### src/alu_fu_params.svh
`ifndef ALU_FU_PARAMS_SVH
`define ALU_FU_PARAMS_SVH

// data and address width
`define XLEN 32

// reorder buffer tag, 32 entries
`define TAG_BITS 5

// fall-through step, one instruction
`define INST_BYTES 4

// shift amount field of operand b
`define SHAMT_BITS 5

// poison words, easy to spot in a waveform
`define BAD_OPERAND 32'hdeadface
`define BAD_RESULT 32'hfacebeec

`endif

### src/alu_fu_pkg.sv
package alu_fu_pkg;

    // integer ALU operations, the encoding is internal to the unit
    typedef enum logic [3:0] {
        alu_add  = 4'h0,
        alu_sub  = 4'h1,
        alu_and  = 4'h2,
        alu_or   = 4'h3,
        alu_xor  = 4'h4,
        alu_slt  = 4'h5, // signed
        alu_sltu = 4'h6,
        alu_sll  = 4'h7,
        alu_srl  = 4'h8,
        alu_sra  = 4'h9  // shifts in the sign
    } alu_func_e;

    // operand a source
    typedef enum logic [1:0] {
        opa_rs1  = 2'h0,
        opa_npc  = 2'h1, // predicted next pc
        opa_pc   = 2'h2, // auipc, jal link math
        opa_zero = 2'h3  // lui
    } opa_sel_e;

    // operand b source
    // codes 5 to 7 are unused and give the poison operand
    typedef enum logic [2:0] {
        opb_rs2   = 3'h0,
        opb_i_imm = 3'h1,
        opb_b_imm = 3'h2,
        opb_u_imm = 3'h3,
        opb_j_imm = 3'h4
    } opb_sel_e;

    // conditional branch type, same codes as funct3 of the B format
    // 3'b010 and 3'b011 are not branches
    typedef enum logic [2:0] {
        br_eq  = 3'b000,
        br_ne  = 3'b001,
        br_lt  = 3'b100,
        br_ge  = 3'b101,
        br_ltu = 3'b110,
        br_geu = 3'b111
    } branch_cond_e;

endpackage

### src/issue_if.sv
`timescale 1ns/1ps
`include "alu_fu_params.svh"

// one issued instruction, driven by the top level only
interface issue_if;

    logic                      valid;
    logic [`XLEN-1:0]          pc;
    logic [`XLEN-1:0]          npc;       // predicted next pc
    logic [31:0]               inst;
    logic [`XLEN-1:0]          rs1_value;
    logic [`XLEN-1:0]          rs2_value;
    alu_fu_pkg::opa_sel_e      opa_sel;
    alu_fu_pkg::opb_sel_e      opb_sel;
    alu_fu_pkg::alu_func_e     alu_func;
    logic                      cond_branch;
    logic                      uncond_branch;
    logic [`TAG_BITS-1:0]      tag;
    logic                      halt;

    // operand muxes
    modport operands (
        input pc, npc, inst, rs1_value, rs2_value, opa_sel, opb_sel
    );

    // branch condition check
    modport compare (
        input inst, rs1_value, rs2_value
    );

    // next pc and output registers
    modport resolve (
        input valid, pc, npc, cond_branch, uncond_branch, tag, halt
    );

endinterface

### src/operand_select.sv
`timescale 1ns/1ps
`include "alu_fu_params.svh"

module operand_select (
    issue_if.operands        ops,
    output logic [`XLEN-1:0] opa,
    output logic [`XLEN-1:0] opb
);

    logic [`XLEN-1:0] i_imm;
    logic [`XLEN-1:0] b_imm;
    logic [`XLEN-1:0] u_imm;
    logic [`XLEN-1:0] j_imm;

    // I type, inst[31:20]
    assign i_imm = {{(`XLEN-12){ops.inst[31]}}, ops.inst[31:20]};

    // B type, halfword aligned branch offset
    assign b_imm = {{(`XLEN-13){ops.inst[31]}},
                    ops.inst[31],
                    ops.inst[7],
                    ops.inst[30:25],
                    ops.inst[11:8],
                    1'b0};

    // U type, upper 20 bits
    assign u_imm = {ops.inst[31:12], 12'b0};

    // J type, jal offset
    assign j_imm = {{(`XLEN-21){ops.inst[31]}},
                    ops.inst[31],
                    ops.inst[19:12],
                    ops.inst[20],
                    ops.inst[30:21],
                    1'b0};

    // operand a
    always_comb begin
        case (ops.opa_sel)
            alu_fu_pkg::opa_rs1:  opa = ops.rs1_value;
            alu_fu_pkg::opa_npc:  opa = ops.npc;
            alu_fu_pkg::opa_pc:   opa = ops.pc;
            alu_fu_pkg::opa_zero: opa = '0;
            default:              opa = `BAD_OPERAND;
        endcase
    end

    // operand b
    always_comb begin
        case (ops.opb_sel)
            alu_fu_pkg::opb_rs2:   opb = ops.rs2_value;
            alu_fu_pkg::opb_i_imm: opb = i_imm;
            alu_fu_pkg::opb_b_imm: opb = b_imm;
            alu_fu_pkg::opb_u_imm: opb = u_imm;
            alu_fu_pkg::opb_j_imm: opb = j_imm;
            default:               opb = `BAD_OPERAND; // unused select codes
        endcase
    end

endmodule

### src/int_alu.sv
`timescale 1ns/1ps
`include "alu_fu_params.svh"

module int_alu (
    input  logic [`XLEN-1:0]    opa,
    input  logic [`XLEN-1:0]    opb,
    input  alu_fu_pkg::alu_func_e func,
    output logic [`XLEN-1:0]    alu_result
);

    logic signed [`XLEN-1:0] signed_opa;
    logic signed [`XLEN-1:0] signed_opb;
    logic [`SHAMT_BITS-1:0]  shamt;
    logic                    lt_signed;
    logic                    lt_unsigned;

    assign signed_opa  = opa;
    assign signed_opb  = opb;
    assign shamt       = opb[`SHAMT_BITS-1:0]; // upper bits of opb ignored
    assign lt_signed   = signed_opa < signed_opb;
    assign lt_unsigned = opa < opb;

    always_comb begin
        case (func)
            alu_fu_pkg::alu_add:  alu_result = opa + opb;
            alu_fu_pkg::alu_sub:  alu_result = opa - opb;
            alu_fu_pkg::alu_and:  alu_result = opa & opb;
            alu_fu_pkg::alu_or:   alu_result = opa | opb;
            alu_fu_pkg::alu_xor:  alu_result = opa ^ opb;
            alu_fu_pkg::alu_slt:  alu_result = {{(`XLEN-1){1'b0}}, lt_signed};
            alu_fu_pkg::alu_sltu: alu_result = {{(`XLEN-1){1'b0}}, lt_unsigned};
            alu_fu_pkg::alu_sll:  alu_result = opa << shamt;
            alu_fu_pkg::alu_srl:  alu_result = opa >> shamt;
            alu_fu_pkg::alu_sra:  alu_result = signed_opa >>> shamt;
            default:              alu_result = `BAD_RESULT;
        endcase
    end

endmodule

### src/branch_compare.sv
`timescale 1ns/1ps
`include "alu_fu_params.svh"

module branch_compare (
    issue_if.compare cmp,
    output logic     cond_true
);

    alu_fu_pkg::branch_cond_e cond;
    logic signed [`XLEN-1:0]  signed_rs1;
    logic signed [`XLEN-1:0]  signed_rs2;

    assign cond       = alu_fu_pkg::branch_cond_e'(cmp.inst[14:12]); // funct3
    assign signed_rs1 = cmp.rs1_value;
    assign signed_rs2 = cmp.rs2_value;

    always_comb begin
        case (cond)
            alu_fu_pkg::br_eq:  cond_true = cmp.rs1_value == cmp.rs2_value;
            alu_fu_pkg::br_ne:  cond_true = cmp.rs1_value != cmp.rs2_value;
            alu_fu_pkg::br_lt:  cond_true = signed_rs1 < signed_rs2;
            alu_fu_pkg::br_ge:  cond_true = signed_rs1 >= signed_rs2;
            alu_fu_pkg::br_ltu: cond_true = cmp.rs1_value < cmp.rs2_value;
            alu_fu_pkg::br_geu: cond_true = cmp.rs1_value >= cmp.rs2_value;
            default:            cond_true = 1'b0; // funct3 010, 011
        endcase
    end

endmodule

### src/branch_resolve.sv
`timescale 1ns/1ps
`include "alu_fu_params.svh"

module branch_resolve (
    input  logic                 clock,
    input  logic                 reset,
    input  logic                 clear,
    issue_if.resolve             res,
    input  logic [`XLEN-1:0]     alu_result,
    input  logic                 cond_true,
    output logic                 result_valid,
    output logic [`XLEN-1:0]     result,
    output logic [`XLEN-1:0]     next_pc,
    output logic                 redirect,
    output logic [`TAG_BITS-1:0] result_tag,
    output logic                 result_halt
);

    logic             taken;
    logic [`XLEN-1:0] fall_pc;
    logic [`XLEN-1:0] correct_pc;
    logic             mispredict;

    // jumps always go, branches only on a true condition
    assign taken = res.uncond_branch | (res.cond_branch & cond_true);

    assign fall_pc    = res.pc + `XLEN'(`INST_BYTES);
    assign correct_pc = taken ? alu_result : fall_pc; // target comes out of the ALU

    // covers every prediction case, a wrong target included
    assign mispredict = res.valid && (res.npc != correct_pc);

    always_ff @(posedge clock) begin
        if (reset || clear) begin
            result_valid <= 1'b0; // also drops the instruction issued with clear
            result       <= '0;
            next_pc      <= '0;
            redirect     <= 1'b0;
            result_tag   <= '0;
            result_halt  <= 1'b0;
        end else begin
            result_valid <= res.valid;
            result       <= alu_result;
            next_pc      <= correct_pc;
            redirect     <= mispredict;
            result_tag   <= res.tag;
            result_halt  <= res.halt;
        end
    end

endmodule

### src/alu_fu.sv
`timescale 1ns/1ps
`include "alu_fu_params.svh"

module alu_fu (
    input  logic                      clock,
    input  logic                      reset,
    input  logic                      clear,
    input  logic                      issue_valid,
    input  logic [`XLEN-1:0]          pc,
    input  logic [`XLEN-1:0]          npc,           // predicted next pc
    input  logic [31:0]               inst,
    input  logic [`XLEN-1:0]          rs1_value,
    input  logic [`XLEN-1:0]          rs2_value,
    input  alu_fu_pkg::opa_sel_e      opa_sel,
    input  alu_fu_pkg::opb_sel_e      opb_sel,
    input  alu_fu_pkg::alu_func_e     alu_func,
    input  logic                      cond_branch,
    input  logic                      uncond_branch,
    input  logic [`TAG_BITS-1:0]      tag,
    input  logic                      halt,
    output logic                      result_valid,
    output logic [`XLEN-1:0]          result,
    output logic [`XLEN-1:0]          next_pc,
    output logic                      redirect,
    output logic [`TAG_BITS-1:0]      result_tag,
    output logic                      result_halt
);

    logic [`XLEN-1:0] opa;
    logic [`XLEN-1:0] opb;
    logic [`XLEN-1:0] alu_result;
    logic             cond_true;

    issue_if iss ();

    assign iss.valid         = issue_valid;
    assign iss.pc            = pc;
    assign iss.npc           = npc;
    assign iss.inst          = inst;
    assign iss.rs1_value     = rs1_value;
    assign iss.rs2_value     = rs2_value;
    assign iss.opa_sel       = opa_sel;
    assign iss.opb_sel       = opb_sel;
    assign iss.alu_func      = alu_func;
    assign iss.cond_branch   = cond_branch;
    assign iss.uncond_branch = uncond_branch;
    assign iss.tag           = tag;
    assign iss.halt          = halt;

    operand_select operand_select0 (
        .ops (iss.operands),
        .opa (opa),
        .opb (opb)
    );

    int_alu int_alu0 (
        .opa        (opa),
        .opb        (opb),
        .func       (iss.alu_func),
        .alu_result (alu_result)
    );

    // runs beside the ALU on the raw register values
    branch_compare branch_compare0 (
        .cmp       (iss.compare),
        .cond_true (cond_true)
    );

    branch_resolve branch_resolve0 (
        .clock        (clock),
        .reset        (reset),
        .clear        (clear),
        .res          (iss.resolve),
        .alu_result   (alu_result),
        .cond_true    (cond_true),
        .result_valid (result_valid),
        .result       (result),
        .next_pc      (next_pc),
        .redirect     (redirect),
        .result_tag   (result_tag),
        .result_halt  (result_halt)
    );

endmodule

### config.mk
export PLATFORM = sky130hd
export DESIGN_NAME = alu_fu
export DESIGN_NICKNAME = d
export VERILOG_FILES = /design/src/alu_fu_pkg.sv /design/src/issue_if.sv /design/src/operand_select.sv /design/src/int_alu.sv /design/src/branch_compare.sv /design/src/branch_resolve.sv /design/src/alu_fu.sv
export VERILOG_INCLUDE_DIRS = /design/src /design/src/src
export SDC_FILE = /design/constraint.sdc
export NUM_CORES = 1
export LEC_CHECK = 0
export ABC_AREA = 1
export BUFFER_PORTS_ARGS = -buffer_cell sky130_fd_sc_hd__buf_2
export CORE_ASPECT_RATIO = 1.75
export CORE_MARGIN = 2
export CORE_UTILIZATION = 45
export DETAILED_ROUTE_END_ITERATION = 8
export GPL_ROUTABILITY_DRIVEN = 0
export GPL_TIMING_DRIVEN = 0
export PLACE_DENSITY = 0.66
export SYNTH_ARGS = -nofsm -noshare
export SYNTH_HDL_FRONTEND = slang
export SYNTH_SLANG_ARGS = --single-unit
export TNS_END_PERCENT = 100
### constraint.sdc
create_clock -name clock -period 8.3 [get_ports clock]
set_clock_uncertainty 0.15 [all_clocks]
set_input_delay 0.415 -clock clock [delete_from_list [all_inputs] [get_ports clock]]
set_output_delay 0.415 -clock clock [all_outputs]
set_load 0.01 [all_outputs]
==> reports/qor.yml, run 1 <==
status:
  status: "stopped before the end"
  stop_error: "[ERROR GRT-0116] Global routing finished with congestion. Check the congestion regions in the DRC Viewer."
  failing_step: "global routing"
clock_network:
  cts_setup_buffers: 0
  numClockSinks: 72
  htreeDepth: 3
  ctsLongestPathBuffers: 2
  cts_buffers: 9
  cts_hold_buf: 0
  postCtsResizedCells: 0
  cts_root_buffer: "clkbuf_16"
floorplan:
  io_pins: 253
  start_util_pct: 45.4
  die_w_um: 146
  rows: 91
  die_h_um: 253
logic_synthesis:
  yosysWarningCount: 0
  synth_edf_count: 0
  syn-num-nets: 3325
  seq_area_frac_synth_pct: 9.05
  yosysTopAreaCellShare_pct: 22.3
  yosys.area.top_type: "nand2_1"
  syn_inst: 3011
  synth_ff_type: "dfxtp_1"
  syn-cell-area_um2: 15900
  synth.top_cells.by_count: "nand2_1, nand3_1, inv_1"
  synth_area_leaders: "nand2_1, nand3_1, ha_1"
  postSynth.asyncResetShare_pct: 0
  yosysMostFrequentCell: "nand2_1"
  synth_cell_type_count: 55
  ys_seq_elements: 72
  avgSynthCellArea_um2: 5.29
placement:
  dp_cells: 3719
  port_buffers: 243
  dp_hpwl_um: 76700
global_route:
  grt_first_pass_wirelength_um: 150000
  grt_pass1_vias: 23300
  grt_max_degree: 15
  grt_usage_pct: 54.5
  grt_overflow: 72
==> per-layer routing <==
| layer | GRT usage (%) | GRT overflow |
|---|---|---|
| met1 | 51.1 | 0 |
| met2 | 79.6 | 52 |
| met3 | 29.5 | 1 |
| met4 | 60.7 | 19 |
| met5 | 3.65 | 0 |
==> cell families after synthesis <==
family,after synthesis,synth area share (%)
AND/OR/NAND/NOR,1876,51.4
adder cells (fa/ha/maj),133,10.5
buffers and inverters,492,13.0
XOR/XNOR,32,1.76
AO/OA/AOI/OAI,406,14.3
flip-flops,72,9.05
==> per-stage QoR <==
stage | utilization [%] | instance area (µm²) | worst slack (ns)
4_1_cts | 51.5 | 18000 | 2.57
3_5_place_dp | 50.5 | 17700 | 2.21
3_3_place_gp | 50.5 | 17700 | 2.31
2_1_floorplan | - | 15900 | 4.31
==> run 2: changes to the inputs <==
- CORE_ASPECT_RATIO: 1.75 -> not set
- CORE_UTILIZATION: 45 -> 30
- PLACE_DENSITY: 0.66 -> not set
- PLACE_DENSITY_LB_ADDON: not set -> 0.15
==> reports/qor.yml, run 2 <==
status:
  status: "complete, no violations"
floorplan:
  dieArea_um2: 54900
  coreArea_um2: 52600
  die_h_um: 234
  start_util_pct: 30.3
  die_w_um: 234
  rows: 84
  io_pins: 253
clock_network:
  postCtsResizedCells: 0
  cts_root_buffer: "clkbuf_16"
  htreeDepth: 3
  cts_setup_buffers: 0
  ctsLongestPathBuffers: 2
  numClockSinks: 72
  tritoncts: "done"
  clk_pin_slew_worst_paths_ns: 0.06
  cts_buffers: 9
  cts_hold_buf: 0
worst_setup_path:
  critical_path_required_ns: 8.40
  cp_max_fo: 9
  cp_slowest_cell: "a221oi_1"
  max_stage_delay_ns: 1.13
  end_kind: "register"
  crit_arrival_ns: 6.13
  start_kind: "primary input"
  criticalPathCategory: "primary input to register"
  crit_top_cell: "nand2_1"
global_route:
  grt_first_pass_wirelength_um: 133000
  grt_usage_pct: 33.1
  antenna_found_initial: 4
  grt_max_degree: 14
  grt_overflow: 0
  grt_pass1_vias: 19900
logic_synthesis:
  syn_inst: 3011
  yosysMostFrequentCell: "nand2_1"
  synth_ff_type: "dfxtp_1"
  avgSynthCellArea_um2: 5.29
  yosys.area.top_type: "nand2_1"
  syn-num-nets: 3325
  postSynth.asyncResetShare_pct: 0
  synth_cell_type_count: 55
  yosysTopAreaCellShare_pct: 22.3
  synth_edf_count: 0
  synth.top_cells.by_count: "nand2_1, nand3_1, inv_1"
  syn-cell-area_um2: 15900
  ys_seq_elements: 72
  yosysWarningCount: 0
  seq_area_frac_synth_pct: 9.05
  synth_area_leaders: "nand2_1, nand3_1, ha_1"
routing:
  drt_iter0_drc: 3304
  via_per_inst: 5.65
  detail_route.wl_per_cell_um: 23.9
  ant_nets: 0
  drc: 0
  drtPass1Iterations: 7
  vias: 22400
  drt_wl_total_um: 94700
hold_path:
  hold_depth: 3
  min_from: "tag[3]"
  holdPathEnd: "branch_resolve0.result_tag[3]"
  hold_path.class: "primary input to register"
run:
  maxCapViolCount: 0
placement:
  port_buffers: 243
  dp_hpwl_um: 79400
  dp_cells: 3942
timing:
  rsz0062_at_grt: "no"
  fmax_mhz: 166
  hold_viol: 0
  setup-violations-final: 0
  slew_headroom_pct: 3.26
  worstMarginPinSlew_ns: 1.45
  min_period_over_period_pct: 72.7
  tns_ns: 0
  drv_slew: 0
  period_needed_ns: 6.03
layout:
  fin_util_pct: 34.9
  reg_top3: "branch_resolve0.next_pc (32), branch_resolve0.result (32), branch_resolve0.result_tag (5)"
  final_common_cell: "nand2_1"
  stdcell_count: 3960
  layout_common_cells: "nand2_1, nand3_1, inv_1"
  fin_nets: 3580
  drive_above_1_share_pct: 12.6
  area_growth_pct: 15.1
pwr:
  p_per_area_nw_per_um2: 134
  leakage_nw: 10.1
  vdd_drop_max_uv: 94.9
==> run 2: power by group <==
part           switching (W)  leakage [nW]  internal (W)
Clock               0.000163         0.148      0.000263
Sequential        0.00000591         0.590      0.000367
Combinational        0.00120          9.37      0.000447
==> run 2: worst max path at each step <==
stage	slack, ns	cells past startpoint	start	endpoint
3_3_place_gp	2.08	33	opb_sel[1]	branch_resolve0.redirect
4_1_cts	2.41	33	opb_sel[1]	branch_resolve0.redirect
5_1_grt	1.86	30	opb_sel[0]	branch_resolve0.redirect
6_report	2.27	32	opb_sel[1]	branch_resolve0.redirect
3_5_place_dp	2.07	33	opb_sel[1]	branch_resolve0.redirect
2_1_floorplan	4.31	33	opb_sel[1]	branch_resolve0.redirect
==> run 2: layout make-up <==
| cell class | count | area [µm²] |
|---|---|---|
| repair buffers | 244 | 1220 |
| well taps | 688 | 861 |
| plain buffers | 114 | 648 |
| inverters | 378 | 1420 |
| flip-flops and latches | 72 | 1440 |
| fillers | 6197 | 34200 |
| clock inverters | 6 | 92.6 |
| diodes | 2 | 5.00 |
| clock buffers | 9 | 225 |
| multi-input cells | 2447 | 12400 |
==> run 2: through the flow <==
step                      instance area (µm²)  hold WS, ns  power (W)  worst slack (ns)
after floorplan                         15900        0.377    0.00136              4.31
after global placement                  18000        0.481    0.00195              2.08
after detailed placement                18000        0.481    0.00194              2.07
after CTS                               18300        0.112    0.00237              2.41
after global routing                    18300        0.120    0.00257              1.86
final                                   18300        0.119    0.00245              2.27
==> run 2: metal layers <==
| layer | wire, µm | GRT usage [%] | vias to the layer above |
|---|---|---|---|
| met4 | 5570 | 16.8 | 0 |
| li1 | - | - | 10300 |
| met2 | 38800 | 48.5 | 1561 |
| met3 | 11800 | 8.12 | 274 |
| met5 | 0 | 0 | - |
| met1 | 38600 | 44.8 | 10200 |
==> run 2: critical path, delay by kind of cell <==
kind / cells / cell delay, ns
and+or+nand+nor: 17 / 1.93
AOI/OAI and AO/OA: 5 / 2.35
buffers and inverters: 9 / 1.06
adders and majority gates: 1 / 0.33
==> run 2: logic make-up after synthesis <==
logic type	Yosys count	share of synthesized area, %
AND/OR/NAND/NOR	1876	51.4
XOR/XNOR	32	1.76
flip-flops	72	9.05
adder cells (fa/ha/maj)	133	10.5
AO/OA/AOI/OAI	406	14.3
buffers and inverters	492	13.0
Power figures use the tool's default switching activity.
